## config.mk

```make
export PLATFORM = sky130hd
export DESIGN_NAME = tidc_l1_adapter
export DESIGN_NICKNAME = d
export VERILOG_FILES = /design/src/tidc_pkg.sv /design/src/tidc_l1_adapter.sv /design/src/tidc_response_match.sv /design/src/tidc_message_builder.sv /design/src/tidc_request_ctrl.sv /design/src/tidc_source_pool.sv
export VERILOG_INCLUDE_DIRS = /design/src
export SDC_FILE = /design/constraint.sdc
export NUM_CORES = 1
export LEC_CHECK = 0
export BUFFER_PORTS_ARGS = -buffer_cell sky130_fd_sc_hd__buf_2
export CAP_MARGIN = 10
export CORE_AREA = 2 2 192 194
export CTS_CLUSTER_DIAMETER = 120
export CTS_CLUSTER_SIZE = 16
export DETAILED_ROUTE_END_ITERATION = 10
export DIE_AREA = 0 0 194 196
export HOLD_SLACK_MARGIN = 0.1
export MAX_ROUTING_LAYER = met4
export PLACE_DENSITY = 0.6
export SYNTH_ARGS = -nofsm -noshare
export SYNTH_HDL_FRONTEND = slang
export SYNTH_SLANG_ARGS = --single-unit
```

## constraint.sdc

```tcl
create_clock -name clk -period 8.7 [get_ports clk]
set_input_delay 0.435 -clock clk [delete_from_list [all_inputs] [get_ports clk]]
set_output_delay 0.435 -clock clk [all_outputs]
set_load 0.005 [all_outputs]
```

## src/tidc_defs.svh

```systemverilog
// Bus widths and transfer sizes for the L1 TileLink adapter
// Include-guarded, shared by every RTL block
`ifndef TIDC_DEFS_SVH
`define TIDC_DEFS_SVH

// ==============================
// TileLink field widths
// ==============================
`define TIDC_ADDR_W       32
`define TIDC_DATA_W       64
`define TIDC_SOURCE_W     4
`define TIDC_SINK_W       4

// ==============================
// Pool and transfer sizes
// ==============================

// Number of source IDs, one per encoding of TIDC_SOURCE_W
`define TIDC_NUM_SOURCES  16

// log2 of a 32-byte cache line, sent in a_size and c_size
`define TIDC_LINE_LOG2    5

// One enable bit per byte of a data beat
`define TIDC_FULL_MASK    8'hFF

`endif
```

## src/tidc_pkg.sv

```systemverilog
// Opcode, request, message and permission types for the L1 adapter
// Includes the permission union shared by Acquire and Release
`default_nettype none

package tidc_pkg;

    // ==============================
    // TileLink opcodes
    // ==============================
    typedef enum logic [2:0] {
        A_PUT_FULL_DATA = 3'd0,
        A_GET           = 3'd4,
        A_ACQUIRE_BLOCK = 3'd6
    } a_opcode_e;

    typedef enum logic [2:0] {
        C_RELEASE_DATA = 3'd7
    } c_opcode_e;

    typedef enum logic [2:0] {
        D_ACCESS_ACK      = 3'd0,
        D_ACCESS_ACK_DATA = 3'd1,
        D_GRANT           = 3'd4,
        D_GRANT_DATA      = 3'd5,
        D_RELEASE_ACK     = 3'd6
    } d_opcode_e;

    // ==============================
    // Adapter-side encodings
    // ==============================

    // Request kinds issued by the L1 controller
    typedef enum logic [2:0] {
        L1_READ_MISS      = 3'd0,
        L1_WRITE_MISS     = 3'd1,
        L1_WRITE_BACK     = 3'd2,
        L1_UNCACHED_READ  = 3'd3,
        L1_UNCACHED_WRITE = 3'd4
    } l1_req_e;

    // Message currently presented by the builder
    typedef enum logic [2:0] {
        MSG_NONE,
        MSG_ACQUIRE,
        MSG_RELEASE_DATA,
        MSG_GET,
        MSG_PUT,
        MSG_GRANT_ACK
    } msg_kind_e;

    // Response family awaited on channel D
    typedef enum logic [1:0] {
        WAIT_GRANT,
        WAIT_RELEASE_ACK,
        WAIT_ACCESS_ACK
    } wait_kind_e;

    // Permission transfers, TileLink param encodings
    typedef enum logic [2:0] {
        GROW_NTOB = 3'd0,
        GROW_NTOT = 3'd1,
        GROW_BTOT = 3'd2
    } grow_e;

    typedef enum logic [2:0] {
        SHRINK_TTON = 3'd1,
        SHRINK_BTON = 3'd2
    } shrink_e;

    // Same L1 word, read as grow for Acquire and as shrink for Release
    typedef union packed {
        grow_e   grow;
        shrink_e shrink;
    } perm_u;

endpackage

`default_nettype wire

```

## src/tidc_l1_adapter.sv

```systemverilog
// L1 TileLink adapter top level
// Source pool, request FSM, message builder and D channel matcher
`timescale 1ns/1ps
`default_nettype none

`include "tidc_defs.svh"

module tidc_l1_adapter (
    input  logic                        clk,
    input  logic                        rst_n,
    // L1 request and returned data
    input  logic                        l1_req_valid,
    output logic                        l1_req_ready,
    input  tidc_pkg::l1_req_e           l1_req_type,
    input  logic [`TIDC_ADDR_W-1:0]     l1_req_addr,
    input  tidc_pkg::perm_u             l1_req_perm,
    input  logic [`TIDC_DATA_W-1:0]     l1_req_data,
    output logic                        l1_data_valid,
    output logic [`TIDC_DATA_W-1:0]     l1_data,
    output logic                        l1_data_error,
    // Channel A
    output logic                        a_valid,
    output logic [2:0]                  a_opcode,
    output logic [2:0]                  a_param,
    output logic [3:0]                  a_size,
    output logic [`TIDC_SOURCE_W-1:0]   a_source,
    output logic [`TIDC_ADDR_W-1:0]     a_address,
    output logic [`TIDC_DATA_W-1:0]     a_data,
    output logic [`TIDC_DATA_W/8-1:0]   a_mask,
    input  logic                        a_ready,
    // Channel C
    output logic                        c_valid,
    output logic [2:0]                  c_opcode,
    output logic [2:0]                  c_param,
    output logic [3:0]                  c_size,
    output logic [`TIDC_SOURCE_W-1:0]   c_source,
    output logic [`TIDC_ADDR_W-1:0]     c_address,
    output logic [`TIDC_DATA_W-1:0]     c_data,
    input  logic                        c_ready,
    // Channel D
    input  logic                        d_valid,
    input  logic [2:0]                  d_opcode,
    input  logic [`TIDC_SOURCE_W-1:0]   d_source,
    input  logic [`TIDC_SINK_W-1:0]     d_sink,
    input  logic [`TIDC_DATA_W-1:0]     d_data,
    input  logic                        d_error,
    output logic                        d_ready,
    // Channel E
    output logic                        e_valid,
    output logic [`TIDC_SINK_W-1:0]     e_sink,
    input  logic                        e_ready
);

    import tidc_pkg::*;

    logic                      req_accept;
    logic                      pool_avail;
    logic [`TIDC_SOURCE_W-1:0] grant_id;
    logic [`TIDC_SOURCE_W-1:0] cur_source;
    logic [`TIDC_SINK_W-1:0]   grant_sink;
    logic                      msg_done;
    logic                      resp_done;
    logic                      wait_active;
    msg_kind_e                 msg_kind;
    wait_kind_e                wait_kind;

    tidc_source_pool u_pool (
        .clk      (clk),
        .rst_n    (rst_n),
        .alloc    (req_accept),
        .free     (resp_done),
        .free_id  (cur_source),
        .avail    (pool_avail),
        .grant_id (grant_id)
    );

    tidc_request_ctrl u_ctrl (
        .clk          (clk),
        .rst_n        (rst_n),
        .l1_req_valid (l1_req_valid),
        .l1_req_type  (l1_req_type),
        .pool_avail   (pool_avail),
        .msg_done     (msg_done),
        .resp_done    (resp_done),
        .l1_req_ready (l1_req_ready),
        .req_accept   (req_accept),
        .msg_kind     (msg_kind),
        .wait_kind    (wait_kind),
        .wait_active  (wait_active)
    );

    tidc_message_builder u_build (
        .clk         (clk),
        .rst_n       (rst_n),
        .req_accept  (req_accept),
        .l1_req_addr (l1_req_addr),
        .l1_req_perm (l1_req_perm),
        .l1_req_data (l1_req_data),
        .source_id   (grant_id),
        .msg_kind    (msg_kind),
        .grant_sink  (grant_sink),
        .a_ready     (a_ready),
        .c_ready     (c_ready),
        .e_ready     (e_ready),
        .a_valid     (a_valid),
        .a_opcode    (a_opcode),
        .a_param     (a_param),
        .a_size      (a_size),
        .a_source    (a_source),
        .a_address   (a_address),
        .a_data      (a_data),
        .a_mask      (a_mask),
        .c_valid     (c_valid),
        .c_opcode    (c_opcode),
        .c_param     (c_param),
        .c_size      (c_size),
        .c_source    (c_source),
        .c_address   (c_address),
        .c_data      (c_data),
        .e_valid     (e_valid),
        .e_sink      (e_sink),
        .msg_done    (msg_done),
        .cur_source  (cur_source)
    );

    tidc_response_match u_match (
        .clk           (clk),
        .rst_n         (rst_n),
        .wait_active   (wait_active),
        .wait_kind     (wait_kind),
        .cur_source    (cur_source),
        .d_valid       (d_valid),
        .d_opcode      (d_opcode),
        .d_source      (d_source),
        .d_sink        (d_sink),
        .d_data        (d_data),
        .d_error       (d_error),
        .d_ready       (d_ready),
        .resp_done     (resp_done),
        .grant_sink    (grant_sink),
        .l1_data_valid (l1_data_valid),
        .l1_data       (l1_data),
        .l1_data_error (l1_data_error)
    );

endmodule

`default_nettype wire

```

## src/tidc_response_match.sv

```systemverilog
// Channel D response matcher
// Qualifies beats by opcode and source, returns data to L1
`timescale 1ns/1ps
`default_nettype none

`include "tidc_defs.svh"

module tidc_response_match (
    input  logic                        clk,
    input  logic                        rst_n,
    input  logic                        wait_active,
    input  tidc_pkg::wait_kind_e        wait_kind,
    input  logic [`TIDC_SOURCE_W-1:0]   cur_source,
    input  logic                        d_valid,
    input  logic [2:0]                  d_opcode,
    input  logic [`TIDC_SOURCE_W-1:0]   d_source,
    input  logic [`TIDC_SINK_W-1:0]     d_sink,
    input  logic [`TIDC_DATA_W-1:0]     d_data,
    input  logic                        d_error,
    output logic                        d_ready,
    output logic                        resp_done,
    output logic [`TIDC_SINK_W-1:0]     grant_sink,
    output logic                        l1_data_valid,
    output logic [`TIDC_DATA_W-1:0]     l1_data,
    output logic                        l1_data_error
);

    import tidc_pkg::*;

    logic op_hit;
    logic has_data;
    logic beat_hit;

    assign d_ready = 1'b1;

    always_comb begin
        case (wait_kind)
            WAIT_GRANT:       op_hit = (d_opcode == D_GRANT) || (d_opcode == D_GRANT_DATA);
            WAIT_RELEASE_ACK: op_hit = (d_opcode == D_RELEASE_ACK);
            WAIT_ACCESS_ACK:  op_hit = (d_opcode == D_ACCESS_ACK) ||
                                       (d_opcode == D_ACCESS_ACK_DATA);
            default:          op_hit = 1'b0;
        endcase
    end

    assign has_data = (d_opcode == D_GRANT_DATA) || (d_opcode == D_ACCESS_ACK_DATA);

    // Stray beats with a foreign source or opcode are dropped here
    assign beat_hit = d_valid && d_ready && wait_active && op_hit && (d_source == cur_source);

    always_ff @(posedge clk or negedge rst_n) begin
        if (!rst_n) begin
            resp_done     <= 1'b0;
            l1_data_valid <= 1'b0;
            grant_sink    <= '0;
        end else begin
            resp_done     <= beat_hit;
            l1_data_valid <= beat_hit && has_data;
            if (beat_hit && (wait_kind == WAIT_GRANT)) begin
                grant_sink <= d_sink;
            end
        end
    end

    always_ff @(posedge clk) begin
        if (beat_hit && has_data) begin
            l1_data       <= d_data;
            l1_data_error <= d_error;
        end
    end

endmodule

`default_nettype wire

```

## src/tidc_message_builder.sv

```systemverilog
// Request capture and A, C, E channel message formatting
// Fields are combinational from the captured request and msg_kind
`timescale 1ns/1ps
`default_nettype none

`include "tidc_defs.svh"

module tidc_message_builder (
    input  logic                        clk,
    input  logic                        rst_n,
    input  logic                        req_accept,
    input  logic [`TIDC_ADDR_W-1:0]     l1_req_addr,
    input  tidc_pkg::perm_u             l1_req_perm,
    input  logic [`TIDC_DATA_W-1:0]     l1_req_data,
    input  logic [`TIDC_SOURCE_W-1:0]   source_id,
    input  tidc_pkg::msg_kind_e         msg_kind,
    input  logic [`TIDC_SINK_W-1:0]     grant_sink,
    input  logic                        a_ready,
    input  logic                        c_ready,
    input  logic                        e_ready,
    output logic                        a_valid,
    output logic [2:0]                  a_opcode,
    output logic [2:0]                  a_param,
    output logic [3:0]                  a_size,
    output logic [`TIDC_SOURCE_W-1:0]   a_source,
    output logic [`TIDC_ADDR_W-1:0]     a_address,
    output logic [`TIDC_DATA_W-1:0]     a_data,
    output logic [`TIDC_DATA_W/8-1:0]   a_mask,
    output logic                        c_valid,
    output logic [2:0]                  c_opcode,
    output logic [2:0]                  c_param,
    output logic [3:0]                  c_size,
    output logic [`TIDC_SOURCE_W-1:0]   c_source,
    output logic [`TIDC_ADDR_W-1:0]     c_address,
    output logic [`TIDC_DATA_W-1:0]     c_data,
    output logic                        e_valid,
    output logic [`TIDC_SINK_W-1:0]     e_sink,
    output logic                        msg_done,
    output logic [`TIDC_SOURCE_W-1:0]   cur_source
);

    import tidc_pkg::*;

    logic [`TIDC_ADDR_W-1:0]   addr_q;
    perm_u                     perm_q;
    logic [`TIDC_DATA_W-1:0]   data_q;
    logic [`TIDC_SOURCE_W-1:0] source_q;

    always_ff @(posedge clk or negedge rst_n) begin
        if (!rst_n) begin
            source_q <= '0;
        end else if (req_accept) begin
            source_q <= source_id;
        end
    end

    always_ff @(posedge clk) begin
        if (req_accept) begin
            addr_q <= l1_req_addr;
            perm_q <= l1_req_perm;
            data_q <= l1_req_data;
        end
    end

    assign cur_source = source_q;

    // ==============================
    // Channel A
    // ==============================
    always_comb begin
        a_valid  = 1'b1;
        a_opcode = A_ACQUIRE_BLOCK;
        a_param  = 3'd0;
        a_data   = '0;
        case (msg_kind)
            MSG_ACQUIRE: begin
                a_param = perm_q.grow;
            end
            MSG_GET: begin
                a_opcode = A_GET;
            end
            MSG_PUT: begin
                a_opcode = A_PUT_FULL_DATA;
                a_data   = data_q;
            end
            default: begin
                a_valid = 1'b0;
            end
        endcase
    end

    assign a_size    = 4'(`TIDC_LINE_LOG2);
    assign a_source  = source_q;
    assign a_address = addr_q;
    assign a_mask    = `TIDC_FULL_MASK;

    // ==============================
    // Channels C and E
    // ==============================
    assign c_valid   = (msg_kind == MSG_RELEASE_DATA);
    assign c_opcode  = C_RELEASE_DATA;
    assign c_param   = perm_q.shrink;
    assign c_size    = 4'(`TIDC_LINE_LOG2);
    assign c_source  = source_q;
    assign c_address = addr_q;
    assign c_data    = data_q;

    assign e_valid = (msg_kind == MSG_GRANT_ACK);
    assign e_sink  = grant_sink;

    // Only one channel is active at a time
    assign msg_done = (a_valid && a_ready) || (c_valid && c_ready) || (e_valid && e_ready);

endmodule

`default_nettype wire

```

## src/tidc_request_ctrl.sv

```systemverilog
// Transaction FSM for the L1 adapter
// Decodes the L1 request type and sequences send, wait and acknowledge
`timescale 1ns/1ps
`default_nettype none

module tidc_request_ctrl (
    input  logic                   clk,
    input  logic                   rst_n,
    input  logic                   l1_req_valid,
    input  tidc_pkg::l1_req_e      l1_req_type,
    input  logic                   pool_avail,
    input  logic                   msg_done,
    input  logic                   resp_done,
    output logic                   l1_req_ready,
    output logic                   req_accept,
    output tidc_pkg::msg_kind_e    msg_kind,
    output tidc_pkg::wait_kind_e   wait_kind,
    output logic                   wait_active
);

    import tidc_pkg::*;

    typedef enum logic [1:0] {
        ST_IDLE,
        ST_SEND,
        ST_WAIT,
        ST_ACK
    } state_e;

    state_e     state;
    msg_kind_e  first_msg;
    wait_kind_e first_wait;

    // ==============================
    // Request decode
    // ==============================
    always_comb begin
        first_msg  = MSG_NONE;
        first_wait = WAIT_GRANT;
        case (l1_req_type)
            L1_READ_MISS, L1_WRITE_MISS: begin
                first_msg = MSG_ACQUIRE;
            end
            L1_WRITE_BACK: begin
                first_msg  = MSG_RELEASE_DATA;
                first_wait = WAIT_RELEASE_ACK;
            end
            L1_UNCACHED_READ: begin
                first_msg  = MSG_GET;
                first_wait = WAIT_ACCESS_ACK;
            end
            L1_UNCACHED_WRITE: begin
                first_msg  = MSG_PUT;
                first_wait = WAIT_ACCESS_ACK;
            end
            default: begin
                first_msg = MSG_NONE;
            end
        endcase
    end

    assign l1_req_ready = (state == ST_IDLE) && pool_avail;

    // Unknown types complete the handshake but never start a transaction
    assign req_accept = l1_req_ready && l1_req_valid && (first_msg != MSG_NONE);

    // Closed during the resp_done cycle so a repeated beat is not counted twice
    assign wait_active = (state == ST_WAIT) && !resp_done;

    // ==============================
    // State register
    // ==============================
    always_ff @(posedge clk or negedge rst_n) begin
        if (!rst_n) begin
            state     <= ST_IDLE;
            msg_kind  <= MSG_NONE;
            wait_kind <= WAIT_GRANT;
        end else begin
            case (state)
                ST_IDLE: begin
                    if (req_accept) begin
                        state     <= ST_SEND;
                        msg_kind  <= first_msg;
                        wait_kind <= first_wait;
                    end
                end
                ST_SEND: begin
                    if (msg_done) begin
                        state    <= ST_WAIT;
                        msg_kind <= MSG_NONE;
                    end
                end
                ST_WAIT: begin
                    if (resp_done) begin
                        // Grants still owe a GrantAck on E
                        if (wait_kind == WAIT_GRANT) begin
                            state    <= ST_ACK;
                            msg_kind <= MSG_GRANT_ACK;
                        end else begin
                            state <= ST_IDLE;
                        end
                    end
                end
                ST_ACK: begin
                    if (msg_done) begin
                        state    <= ST_IDLE;
                        msg_kind <= MSG_NONE;
                    end
                end
                default: begin
                    state    <= ST_IDLE;
                    msg_kind <= MSG_NONE;
                end
            endcase
        end
    end

endmodule

`default_nettype wire

```

## src/tidc_source_pool.sv

```systemverilog
// Rotating allocator of TileLink source IDs
// Busy bit per ID, search starts at the rotating pointer
`timescale 1ns/1ps
`default_nettype none

`include "tidc_defs.svh"

module tidc_source_pool (
    input  logic                      clk,
    input  logic                      rst_n,
    input  logic                      alloc,
    input  logic                      free,
    input  logic [`TIDC_SOURCE_W-1:0] free_id,
    output logic                      avail,
    output logic [`TIDC_SOURCE_W-1:0] grant_id
);

    logic [`TIDC_NUM_SOURCES-1:0] busy;
    logic [`TIDC_SOURCE_W-1:0]    ptr;

    assign avail = ~&busy;

    // First free ID at or after the pointer, wrapping around
    always_comb begin
        logic [`TIDC_SOURCE_W-1:0] idx;
        logic                      found;
        found    = 1'b0;
        idx      = ptr;
        grant_id = ptr;
        for (int i = 0; i < `TIDC_NUM_SOURCES; i++) begin
            idx = ptr + `TIDC_SOURCE_W'(i);
            if (!found && !busy[idx]) begin
                grant_id = idx;
                found    = 1'b1;
            end
        end
    end

    always_ff @(posedge clk or negedge rst_n) begin
        if (!rst_n) begin
            busy <= '0;
            ptr  <= '0;
        end else begin
            if (free) begin
                busy[free_id] <= 1'b0;
            end
            // Allocation wins if both hit the same ID
            if (alloc) begin
                busy[grant_id] <= 1'b1;
                ptr            <= grant_id + 1'b1;
            end
        end
    end

endmodule

`default_nettype wire

```

# Yosys cells after proc, flatten, opt, wreduce, memory -nomap -nowiden
# Cells that the tools add are included.
dict set report word_totals {
  register_bits 201
  latchBits 0
  ramBits 0
  rom_bits 0
  inputBits 185
  out_inout_bits 303
  mem_count 0
}
dict set report op_classes {
  addsub 16
  mul 0
  div_mod_pow 0
  magnitude_cmp 20
  eq_ne 25
  shifts 0
  n_mux 86
  n_bitwise 3
  n_reduce_logical 78
}
# op n
set op_table {}
lappend op_table {{4-bit by 5-bit less-than comparator with 1-bit output, second input constant} 18}
lappend op_table {{1-bit binary-select mux with 4-bit select} 16}
lappend op_table {{64-bit two-way mux} 1}
lappend op_table {{4-bit two-way mux} 15}
lappend op_table {{1-bit two-way mux} 34}
lappend op_table {{4-bit adder, second input constant} 8}
lappend op_table {{16-bit two-way mux} 2}
lappend op_table {{1-bit zero test} 31}
lappend op_table {{1-bit logical AND} 29}
lappend op_table {{3-bit == test, second input constant} 6}
lappend op_table {{4-bit by 3-bit adder with 4-bit output, second input constant} 4}
lappend op_table {{16-bit AND} 1}
lappend op_table {{16-bit inverter} 1}
lappend op_table {{16-bit bitwise OR} 1}
lappend op_table {{16-bit AND reduction} 1}
lappend op_table {{3-bit two-way mux} 5}
lappend op_table {{3-bit by 2-bit == test with 1-bit output, second input constant} 4}
lappend op_table {{3-bit one-hot mux with 4 select lines} 1}
lappend op_table {{2-bit two-way mux} 5}
lappend op_table {{3-bit by 1-bit == test with 1-bit output, second input constant} 3}
lappend op_table {{3-bit one-hot mux with 3 select lines} 1}
lappend op_table {{4-bit by 1-bit adder with 4-bit output, second input constant} 2}
lappend op_table {{4-bit by 2-bit adder with 4-bit output, second input constant} 2}
lappend op_table {{1-bit demux with 4-bit select} 2}
lappend op_table {{other kinds (18)} 35}

# Longest topological paths before layout
# Gate-level depths: netlist of run 1.
dict set report depth {
  depth_word 54
  mapped_depth 21
}

# Cells and area by module
# A second synthesis of run 1 with hierarchy kept.
dict set report hier_totals {
  cells_unflattened 826
  hier_area_um2 10857.9
}
# mod n_inst cells_per_inst area_each_um2 seq_area_each_um2
set modules_own_cells {}
lappend modules_own_cells {tidc_message_builder 1 259 4179.0 3072.9}
lappend modules_own_cells {tidc_source_pool 1 418 3906.2 500.5}
lappend modules_own_cells {tidc_response_match 1 98 2303.5 2102.0}
lappend modules_own_cells {tidc_request_ctrl 1 51 469.2 175.2}

# Worst setup path after synthesis of run 1
# No wires, ideal clock.
dict set report synth_path {
  path_kind {register to register}
  startpoint {reg u_pool.busy[13]}
  endpoint {reg u_pool.ptr[3]}
  setup_time_ps 143
  t_arrival_ps 4719
  slack_ps 3839
  stages_incl_launch_ff 10
  path_cell_list {dfrtp_1 clkbuf_1 nand4_1 nor4_1 nor3_1 nand3_1 inv_1 clkbuf_1 o311ai_1 o211ai_1}
}
dict set report synth_between {
  elab_cells_between_ends 112
  cone_classes {add/sub (1); mux (62); reduce/logical (49)}
}
# element line
set synth_rtl {}
lappend synth_rtl {{start: declaration} tidc_source_pool.sv:18} ;# logic [`TIDC_NUM_SOURCES-1:0] busy;
lappend synth_rtl {{start signal: assignment} tidc_source_pool.sv:41} ;# busy <= '0;
lappend synth_rtl {{start signal: indexed assignment} tidc_source_pool.sv:45} ;# busy[free_id] <= 1'b0;
lappend synth_rtl {{start signal: indexed assignment} tidc_source_pool.sv:49} ;# busy[grant_id] <= 1'b1;
lappend synth_rtl {{16-bit AND reduction} tidc_source_pool.sv:21} ;# assign avail = ~&busy;
lappend synth_rtl {{1-bit zero test} tidc_source_pool.sv:21}
lappend synth_rtl {{1-bit logical AND} tidc_request_ctrl.sv:62} ;# assign l1_req_ready = (state == ST_IDLE) && pool_avail;
lappend synth_rtl {{net l1_req_ready} tidc_l1_adapter.sv:13} ;# output logic l1_req_ready,
lappend synth_rtl {{1-bit logical AND (2 in series)} tidc_request_ctrl.sv:65} ;# assign req_accept = l1_req_ready && l1_req_valid && (first_msg != MSG_NONE);
lappend synth_rtl {{net req_accept} tidc_l1_adapter.sv:56} ;# logic req_accept;
lappend synth_rtl {{end signal: assignment} tidc_source_pool.sv:50} ;# ptr <= grant_id + 1'b1;
lappend synth_rtl {{end: declaration} tidc_source_pool.sv:19} ;# logic [`TIDC_SOURCE_W-1:0] ptr;
# The timed path passes the listed nets, and every way through them passes these cells. The select of a mux whose other input is x is not followed.
# A chain may end at the register's enable or synchronous reset.

# Worst setup path in the final report of run 1
dict set report layout_path {
  startpoint {reg u_pool.ptr[0]}
  endpoint {reg u_pool.ptr[2]}
}
dict set report layout_between {
  elab_chain_cells 49
  elab_cells_between_ends 122
  cone_classes {add/sub (16); mux (62); reduce/logical (44)}
}
# element line
set layout_lines {}
lappend layout_lines {{4-bit by 1-bit adder with 4-bit output} tidc_source_pool.sv:31} ;# idx = ptr + `TIDC_SOURCE_W'(i);
lappend layout_lines {{1-bit binary-select mux with 4-bit select} tidc_source_pool.sv:32} ;# if (!found && !busy[idx]) begin
lappend layout_lines {{1-bit two-way mux (implied by the code)} tidc_source_pool.sv:32}
lappend layout_lines {{1-bit zero test} tidc_source_pool.sv:32}
lappend layout_lines {{1-bit logical AND} tidc_source_pool.sv:32}
lappend layout_lines {{1-bit two-way mux} tidc_source_pool.sv:32}
lappend layout_lines {{1-bit zero test} tidc_source_pool.sv:32}
lappend layout_lines {{1-bit logical AND} tidc_source_pool.sv:32}
lappend layout_lines {{(+34 left out)} n/a}
lappend layout_lines {{1-bit zero test} tidc_source_pool.sv:32}
lappend layout_lines {{1-bit logical AND} tidc_source_pool.sv:32}
lappend layout_lines {{1-bit two-way mux} tidc_source_pool.sv:32}
lappend layout_lines {{1-bit zero test} tidc_source_pool.sv:32}
lappend layout_lines {{1-bit logical AND} tidc_source_pool.sv:32}
lappend layout_lines {{4-bit two-way mux (*)} tidc_source_pool.sv:32}
lappend layout_lines {{net grant_id[0]} tidc_l1_adapter.sv:58} ;# logic [`TIDC_SOURCE_W-1:0] grant_id;
lappend layout_lines {{4-bit by 1-bit adder with 4-bit output (*)} tidc_source_pool.sv:50}
# The timed path passes the listed nets; every way through them passes the cells marked *. The select of a mux whose other input is x is not followed.

==> results.json, run 1 <==
{
  "finalSetupViolations": 0,
  "hold_viol": 0,
  "gr-total-overflow": 0,
  "path_cells": "buf_4 -> inv_1 -> ha_1 -> buf_4 -> mux2i_1 -> mux4_2 -> mux2i_1 -> nand3_1 -> nor3_1 -> nand2_1 -> o221ai_1 -> xnor2_1 -> inv_1 -> ha_1 -> xnor2_1 -> o21ai_0",
  "routedWlPerCell_um": 21.9,
  "synthCells": 816,
  "viasPerCell": 4.93,
  "io_pins": 488,
  "power.density_mw_per_mm2": 375,
  "finalSetupTns_ns": 0,
  "hold_start": "l1_req_addr[24]",
  "critPathMaxStageDelay_ns": 0.57,
  "grt_max_degree": 79,
  "wl_mm": 37.4,
  "slew_viol_final": 0,
  "yosys_warnings": 0,
  "postPlaceCellArea_mm2": 0.0130,
  "avgSynthCellArea_um2": 13.1,
  "cts_buffers": 16,
  "synthFlopType": "edfxtp_1",
  "slowest_stage": "mux4_2",
  "cts-root-buf": "clkbuf_16",
  "syn2layout_area_growth_pct": 26.6,
  "drt_pass1_iterations": 5,
  "hold_class": "primary input to flip-flop",
  "portBuffers": 466,
  "skew_ns": 0.0161,
  "synth_edf_count": 164,
  "grt_antenna_before_repair": 12,
  "dpl.hpwl_mm": 29.1,
  "max_freq_ghz": 0.193,
  "drtAntennaViolNets": 0,
  "post_cts.repair.setup_buffers": 0,
  "synth_top_area_share": 0.461,
  "drt_iter0_drc": 652,
  "htree_levels": 1,
  "fin_area_mm2": 0.0135,
  "core_mm2": 0.0361,
  "final_core_util": 0.375,
  "peakVddDrop_mv": 0.176,
  "gp_congestion": 0.874,
  "synth-seq-cells": 201,
  "worst_ep_required_time_ns": 9.04,
  "initial_core_util": 0.296,
  "status": "finished, final reports clean",
  "layout.nets": 1416,
  "crit_path_start": "u_pool.ptr[0]",
  "clock_latency_ns": 0.48,
  "synth_top_area_cell": "edfxtp_1",
  "min_period_ns": 5.18,
  "fin_crit_sh": 0.595,
  "track_usage": 0.193,
  "reg2reg_from": "u_pool.ptr[0]",
  "arrival_ns": 5.52,
  "drc": 0,
  "grt_pass1_wl_mm": 53.8,
  "async_reset_ff_frac": 0.184,
  "dieArea_mm2": 0.0380,
  "cts_tree": "done",
  "clockBufferDepth": 3,
  "nFillCells": 3615,
  "path_class": "flip-flop to flip-flop",
  "rsz0062_at_grt": "false",
  "crit_path_max_fanout": 43,
  "synth_area_mm2": 0.0107,
  "relSlewSlack": 0.287,
  "timing.final.ws_setup_ns": 3.52,
  "tightest_slew_ns": 1.07,
  "vias": 8417,
  "final_layout_size_suffix_gt1_frac": 0.464,
  "synth.most_common_cell": "edfxtp_1",
  "ys_seq_area_frac": 0.548,
  "netlist_top_cells_count": "164 x edfxtp_1, 69 x and2_1, 59 x buf_4",
  "netlist_top_cells_area": "edfxtp_1 46%, dfrtp_1 8.7%, mux4_2 6.5%",
  "crit_family": "buffers and inverters",
  "power.leakage_nw": 5.79,
  "cts.sinks": 201,
  "hold_slack_ns": 0.126,
  "endpoint_kind": "flip-flop",
  "die_width_um": 194,
  "die_h_um": 196,
  "place_ws_ns": 3.61,
  "row_count": 70,
  "cap_violations": 0,
  "clk_pin_slew_ns": 0.07,
  "first_global_vias": 8236,
  "synthDistinctLibCells": 81,
  "critPathLaunchType": "flip-flop",
  "timing.critical_path.buf_inv": 4
}
## through the flow
step | power (W) | std cells
after CTS | 0.00506 | 1698
after global routing | 0.00537 | 1707
after floorplan | 0.00354 | 835
final | 0.00507 | 1708
after global placement | 0.00436 | 1669
after detailed placement | 0.00434 | 1669
## what timing repair did
action,CTS,global route
resized for setup,0,0
endpoints found under the setup margin,0,0
endpoints found under the hold margin,23,0
hold buffers,1,0
## report_power, final
group	total (W)	internal (W)	switching, W
logic	0.00295	0.00121	0.00175
clock network	0.000699	0.000365	0.000334
registers	0.00142	0.00118	0.000239
## path summary, 6_finish.rpt
check / end / slack (ns) / cells past startpoint
worst max register to register: u_pool.ptr[2] / 3.52 / 16
min in group asynchronous: u_ctrl.wait_kind[0] / 0.66 / 2
worst min register to register: u_match.grant_sink[1] / 0.52 / 1
max in group asynchronous: u_pool.ptr[0] / 7.42 / 2
worst min-delay path: u_build.a_address[24] / 0.13 / 1
worst max-delay path: u_pool.ptr[2] / 3.52 / 16
## logic make-up after synthesis
| family | count (synthesis) | share of synthesized area |
|---|---|---|
| multiplexers | 107 | 0.144 |
| flip-flops | 201 | 0.548 |
| buffers and inverters | 123 | 0.0731 |
| XOR/XNOR | 18 | 0.0197 |
| other | 2 | 0.000703 |
| AND/OR/NAND/NOR | 221 | 0.116 |
| adder cells (fa/ha/maj) | 11 | 0.0129 |
| AO/OA/AOI/OAI | 133 | 0.0856 |
## cell usage in the layout (no fill, tap or decap), types with 6 or more instances in the layout
cell / instances
a21oi_1: 30
a31oi_1: 9
a32o_1: 16
and2_1: 69
buf_2: 466
buf_4: 7
clkbuf_1: 10
clkbuf_16: 17
conb_1: 21
dfrtp_1: 36
diode_2: 10
edfxtp_1: 164
ha_1: 11
inv_1: 13
mux2_2: 23
mux2i_1: 47
mux4_2: 31
nand2_1: 53
nand2b_1: 6
nand3_1: 17
nand4_1: 7
nor2_1: 21
nor2b_1: 8
nor3_1: 10
o21ai_0: 25
xnor2_1: 10
## area by class of cell
type | instances | area (um^2) | share of cell area
Tap cell | 468 | 586 | 0.0433
Timing Repair Buffer | 474 | 2390 | 0.177
Sequential cell | 201 | 5850 | 0.433
Clock buffer | 27 | 463 | 0.0343
Clock inverter | 1 | 8.76 | 0.000648
Antenna cell | 10 | 25.0 | 0.00185
Multi-Input combinational cell | 511 | 4120 | 0.305
Inverter | 16 | 62.6 | 0.00463
## flip-flops by register name (all words and copies together) (netlist names)
| register | cells |
|---|---|
| u_build.a_address | 32 |
| u_match.l1_data_error | 1 |
| u_match.l1_data | 64 |
| u_pool.ptr | 4 |
| u_pool.busy | 16 |
| u_match.resp_done | 1 |
| u_match.grant_sink | 4 |
| u_build.c_param | 3 |
| u_build.a_source | 4 |
| u_ctrl.msg_kind | 3 |
| u_ctrl.state | 2 |
| u_build.c_data | 64 |
| u_match.l1_data_valid | 1 |
| u_ctrl.wait_kind | 2 |
## worst reg2reg max path, stage by stage (launching register included)
cell	delay, ns
dfrtp_2	0.34
buf_4	0.51
inv_1	0.18
ha_1	0.32
buf_4	0.46
mux2i_1	0.18
mux4_2	0.57
mux2i_1	0.37
nand3_1	0.27
nor3_1	0.36
nand2_1	0.10
o221ai_1	0.39
xnor2_1	0.31
inv_1	0.15
ha_1	0.29
xnor2_1	0.16
o21ai_0	0.09
## layer usage
metal	wire length, um	vias to the layer above	track usage
li1	-	3788	-
met1	14600	4194	0.238
met2	19100	390	0.321
met3	2800	45	0.0378
met4	925	0	0.0589
met5	0	-	-
Power figures use the tool's default switching activity.
==> run 2, diff against run 1 <==
- ABC_AREA: not set -> 1
- CORE_AREA: 2 2 192 194 -> 2 2 189 191
- DIE_AREA: 0 0 194 196 -> 0 0 191 193
- PLACE_DENSITY: 0.6 -> 0.61
- clock period: 8.7 -> 4.5 ns (I/O delays scaled with it)
==> results.json, run 2 <==
{
  "post_cts.repair.setup_buffers": 0,
  "clk_pin_slew_ns": 0.08,
  "row_count": 69,
  "first_global_vias": 8794,
  "routedWlPerCell_um": 19.4,
  "htree_levels": 1,
  "portBuffers": 466,
  "synth.most_common_cell": "nand2_1",
  "syn2layout_area_growth_pct": 48.7,
  "max_freq_ghz": 0.246,
  "async_reset_ff_frac": 0.184,
  "relSlewSlack": 0.229,
  "peakVddDrop_mv": 0.324,
  "hold_class": "primary input to flip-flop",
  "yosys_warnings": 0,
  "grt_pass1_wl_mm": 56.1,
  "drt_iter0_drc": 745,
  "synth_edf_count": 164,
  "ys_seq_area_frac": 0.599,
  "finalSetupViolations": 0,
  "cts-root-buf": "clkbuf_16",
  "track_usage": 0.215,
  "core_mm2": 0.0350,
  "reg2reg_from": "u_pool.ptr[2]",
  "cap_violations": 0,
  "synthDistinctLibCells": 44,
  "synthAdderAreaFrac": 0.0141,
  "final_cell_mix": "466 x buf_2, 195 x nand2_1, 172 x dlygate4sd3_1",
  "cts_tree": "done",
  "cts_buffers": 16,
  "layout_commonest_cell": "buf_2",
  "synth-compound-area-share": 0.0403,
  "io_pins": 488,
  "arrival_ns": 4.44,
  "design_power_total_w": 0.00361,
  "drtAntennaViolNets": 0,
  "die_h_um": 193,
  "r2r_end": "u_pool.busy[1]",
  "skew_ns": 0.0147,
  "critPathLaunchType": "flip-flop",
  "clockBufferDepth": 3,
  "hold_viol": 0,
  "clock_latency_ns": 0.49,
  "vias": 9213,
  "synthFlopType": "edfxtp_1",
  "layout.nets": 1795,
  "avgSynthCellArea_um2": 9.91,
  "netlist_top_cells_area": "edfxtp_1 50%, dfrtp_1 9.5%, nand2_1 7.5%",
  "grt_antenna_before_repair": 4,
  "cts.sinks": 201,
  "synth_top_family_by_area": "simple AND/OR/NAND/NOR gates",
  "synthCells": 986,
  "drc": 0,
  "min_period_ns": 4.06,
  "die_width_um": 191,
  "r2r_cells": 27,
  "synth-seq-cells": 201,
  "path_class": "flip-flop to flip-flop",
  "netlist_top_cells_count": "195 x nand2_1, 164 x edfxtp_1, 139 x inv_1",
  "gr-total-overflow": 0,
  "gp_congestion": 0.928,
  "worst_ep_required_time_ns": 4.88,
  "ctsResizeCount": 0,
  "hold_start": "l1_req_valid",
  "synth_area_mm2": 0.00977,
  "min_to": "u_ctrl.msg_kind[1]",
  "finalSetupTns_ns": 0,
  "power.density_mw_per_mm2": 248,
  "final_layout_size_suffix_gt1_frac": 0.345,
  "synth_simple_gate_area_share": 0.216,
  "viasPerCell": 4.46,
  "hold_depth": 3,
  "status": "finished, final reports clean",
  "grt_max_degree": 102,
  "tightest_slew_ns": 1.16,
  "wl_mm": 40.1,
  "muxShareOfSynthArea": 0.00563,
  "r2r_slack_ns": 0.44,
  "synth_top_area_cell": "edfxtp_1",
  "endpoint_kind": "flip-flop",
  "slew_viol_final": 0,
  "fin_crit_sh": 0.903,
  "nFillCells": 3418,
  "initial_core_util": 0.279,
  "synth_top_area_share": 0.504,
  "drt_pass1_iterations": 5,
  "rsz0062_at_grt": "false",
  "crit_path_max_fanout": 11,
  "dieArea_mm2": 0.0369,
  "dpl.hpwl_mm": 30.9,
  "power.leakage_nw": 7.01,
  "yosys.area_share.xor_xnor": 0.0113
}
run 2: changes by cell type after synthesis, moves of 20 or more:
cell,previous run,this run
inv_1,14,139
and2_1,69,0
nor2_1,21,106
mux4_2,31,0
clkbuf_1,27,7
nand2_1,53,195
mux2i_1,47,1
nand3_1,17,105
run 2: worst max path at each step:
stage,from,to,slack (ns),cells past startpoint
5_1_grt,u_pool.ptr[2],u_pool.busy[0],0.006,27
3_3_place_gp,u_pool.ptr[2],u_pool.ptr[2],0.57,25
2_1_floorplan,u_build.a_source[0],u_match.l1_data[0],0.37,7
3_5_place_dp,u_pool.ptr[2],u_pool.busy[6],0.47,27
6_report,u_pool.ptr[2],u_pool.busy[1],0.44,27
4_1_cts,u_pool.ptr[2],u_pool.busy[6],0.45,27
run 2: kinds of logic after synthesis:
logic type	Yosys count
mux	5
flops	201
buf+inv	225
other cells	2
fa+ha+maj	11
simple gates	463
compound gates	69
xor+xnor	10
run 2: per-layer routing:
| layer | wire, um | vias to the layer above | GRT usage | share of wire |
|---|---|---|---|---|
| met4 | 539 | 0 | 0.0397 | 0.013 |
| met2 | 18400 | 373 | 0.329 | 0.46 |
| li1 | - | 4370 | - | - |
| met5 | 0 | - | - | 0 |
| met1 | 18700 | 4434 | 0.304 | 0.47 |
| met3 | 2520 | 36 | 0.0324 | 0.063 |
run 2: area by class of cell:
cell class | count | area, um^2 | share of cell area
repair buffers | 653 | 4180 | 0.288
clock inverters | 2 | 11.3 | 0.000775
flip-flops and latches | 201 | 5850 | 0.403
clock buffers | 22 | 444 | 0.0306
multi-input cells | 579 | 2900 | 0.200
well taps | 461 | 577 | 0.0397
diodes | 1 | 2.50 | 0.000172
inverters | 148 | 561 | 0.0386
run 2: where the power goes:
group	internal (W)	switching, W
sequential	0.00201	0.0000000335
combinational	0.000155	0.0000859
clock	0.000691	0.000665
total	0.00286	0.000751
run 2: worst max-delay path: stages (launching register included):
cell     delay [ns]
dfrtp_1        0.61
inv_2          0.07
ha_1           0.39
inv_1          0.26
nand3_1        0.17
nand2_1        0.09
nand2_1        0.06
nand2_2        0.14
nand3_4        0.11
nor2_8         0.13
nand4_4        0.11
nor2_4         0.16
nand2_1        0.12
nor2_2         0.16
nand3_2        0.16
nand2_1        0.10
inv_1          0.04
nand2_1        0.07
nand3_1        0.07
nand3_1        0.07
nand2_1        0.05
nand2_1        0.18
inv_1          0.10
ha_1           0.20
nand2_1        0.13
inv_1          0.07
nand2_1        0.06
nand2_1        0.05
run 2: repair_timing:
action	in CTS	in global routing
endpoints found under the hold margin	207	0
hold buffers	172	0
endpoints found under the setup margin	0	0
run 2: stage by stage:
step / std cells / cell area (um^2) / hold WS (ns) / setup WS [ns] / util
global placement: 1870 / 12300 / 0.375 / 0.565 / 0.353
detailed placement: 1870 / 12300 / 0.388 / 0.467 / 0.353
finish: 2067 / 14500 / 0.145 / 0.438 / 0.415
floorplan: 1005 / 9850 / -0.0706 / 0.368 / -
global route: 2067 / 14500 / 0.169 / 0.00590 / 0.415
CTS: 2066 / 14500 / 0.132 / 0.446 / 0.415
==> run 3, diff against run 2 <==
- BUFFER_PORTS_ARGS: -buffer_cell sky130_fd_sc_hd__buf_2 -> not set
- DONT_BUFFER_PORTS: not set -> 1
- PLACE_DENSITY: 0.61 -> 0.5
==> results.json, run 3 (synthesized netlist as in run 2, its figures left out) <==
{
  "status": "finished, final reports clean",
  "finalSetupTns_ns": 0,
  "initial_core_util": 0.279,
  "portBuffers": 0,
  "track_usage": 0.201,
  "wl_mm": 37.4,
  "routedWlPerCell_um": 23.1,
  "ctsResizeCount": 0,
  "htree_levels": 1,
  "critPathMaxStageDelay_ns": 0.51,
  "clk_pin_slew_ns": 0.07,
  "fin_crit_sh": 0.900,
  "gr-total-overflow": 0,
  "core_mm2": 0.0350,
  "internal_power_w": 0.00283,
  "syn2layout_area_growth_pct": 26.6,
  "holdBufCountCts": 182,
  "drtAntennaViolNets": 0,
  "skew_ns": 0.0248,
  "cap_violations": 0,
  "post_cts.repair.setup_buffers": 0,
  "max_freq_ghz": 0.247,
  "cts_tree": "done",
  "row_count": 69,
  "final_layout_size_suffix_gt1_frac": 0.0798,
  "dieArea_mm2": 0.0369,
  "clock_latency_ns": 0.50,
  "grt_antenna_before_repair": 10,
  "crit_path_start": "u_pool.ptr[2]",
  "ff_latch_area_mm2": 0.00585,
  "cts_buffers": 17,
  "timing.critical_path.buf_inv": 2,
  "crit_path_max_fanout": 7,
  "seqPwrFrac": 0.565,
  "final_cell_mix": "195 x nand2_1, 181 x dlygate4sd3_1, 164 x edfxtp_1",
  "hold_viol": 0,
  "cts.sinks": 201,
  "p_sw_frac": 0.206,
  "die_h_um": 193,
  "grt_pass1_wl_mm": 51.1,
  "power.leakage_nw": 5.14,
  "vias": 7561,
  "relSlewSlack": 0.267,
  "hold_start": "d_opcode[2]",
  "power.density_mw_per_mm2": 288,
  "die_width_um": 191,
  "nFillCells": 3503,
  "hold_class": "primary input to flip-flop",
  "grt_max_degree": 119,
  "drc": 0,
  "crit_family": "simple AND/OR/NAND/NOR gates",
  "final_core_util": 0.354,
  "cts-root-buf": "clkbuf_16",
  "gp_congestion": 0.951,
  "p_sw_w": 0.000732,
  "layout.nets": 1342,
  "finalSetupViolations": 0,
  "slowest_stage": "dfrtp_1",
  "path_class": "flip-flop to flip-flop",
  "rsz0062_at_grt": "false",
  "tightest_slew_ns": 1.10,
  "reg2reg_from": "u_pool.ptr[2]",
  "clkPwrFrac": 0.389,
  "drt_pass1_iterations": 6,
  "layout_commonest_cell": "nand2_1",
  "peakVddDrop_mv": 0.294,
  "clockBufferDepth": 3,
  "first_global_vias": 7050,
  "io_pins": 488,
  "dpl.hpwl_mm": 29.4,
  "p_comb_frac": 0.046,
  "min_period_ns": 4.05,
  "cp_common_cell": "nand2_1",
  "drt_iter0_drc": 689,
  "slew_viol_final": 0,
  "arrival_ns": 4.41,
  "endpoint_kind": "flip-flop",
  "critPathLaunchType": "flip-flop",
  "multi_input_area_mm2": 0.00290,
  "worst_ep_required_time_ns": 4.87,
  "viasPerCell": 4.66
}
-- run 3: final timing paths --
| kind | slack, ns | endpoint | cells past startpoint |
|---|---|---|---|
| max in group asynchronous | 4.06 | u_pool.busy[15] | 2 |
| min reg2reg | 0.55 | u_match.grant_sink[1] | 1 |
| min in group asynchronous | 0.22 | u_pool.busy[3] | 2 |
| max reg2reg | 0.45 | u_pool.ptr[2] | 25 |
| min | 0.13 | u_match.resp_done | 5 |
| max | 0.45 | u_pool.ptr[2] | 25 |
-- run 3: cell type report --
| type | count | share of cell area |
|---|---|---|
| Inverter | 148 | 0.0453 |
| Clock buffer | 23 | 0.0362 |
| Clock inverter | 3 | 0.00293 |
| Timing Repair Buffer | 199 | 0.159 |
| Sequential cell | 201 | 0.473 |
| Antenna cell | 8 | 0.00162 |
| Tap cell | 461 | 0.0466 |
| Multi-Input combinational cell | 579 | 0.235 |
-- run 3: worst reg2reg max path, cell delays in order, from the launching register on --
cell and delay, ns:
dfrtp_1 0.51, inv_2 0.08, ha_1 0.37, inv_1 0.30, nand3_1 0.19, nand2_1 0.12, nand2_1 0.07, nand2_2 0.13
nand3_4 0.11, nor2_8 0.14, nand4_4 0.11, nor2_4 0.17, nand4_2 0.12, nor2_4 0.15, nand2_2 0.12, nor2_4 0.14
nand2_2 0.10, nor2_1 0.10, nor2_1 0.04, nand2_1 0.07, nand2_1 0.14, ha_1 0.26, nand2_1 0.13, o21ai_0 0.10
nand2_1 0.09, o21ai_1 0.06
-- run 3: power groups by stage --
stage               clock, W  sequential, W  combinational [W]
floorplan                  0        0.00205          0.0000221
global placement           0        0.00205          0.0000102
detailed placement         0        0.00205          0.0000104
CTS                  0.00143        0.00201           0.000163
global route         0.00150        0.00201           0.000176
finish               0.00138        0.00201           0.000164
-- run 3: metrics by stage --
step	cells	instance area, um^2	total power (W)	setup WS, ns	hold slack (ns)
2_1_floorplan	1005	9850	0.00207	0.368	-0.0706
3_3_place_gp	1406	10000	0.00206	0.503	-0.0664
3_5_place_dp	1406	10000	0.00206	0.462	-0.0663
4_1_cts	1614	12300	0.00361	0.442	0.123
5_1_grt	1621	12400	0.00368	0.0109	0.141
6_report	1622	12400	0.00356	0.452	0.132
-- run 3: routing by layer --
layer,GRT usage,wire length [um],up-vias
li1,-,-,3470
met3,0.0572,3060,37
met5,-,0,-
met4,0.0465,756,0
met2,0.296,16600,403
met1,0.273,17100,3651
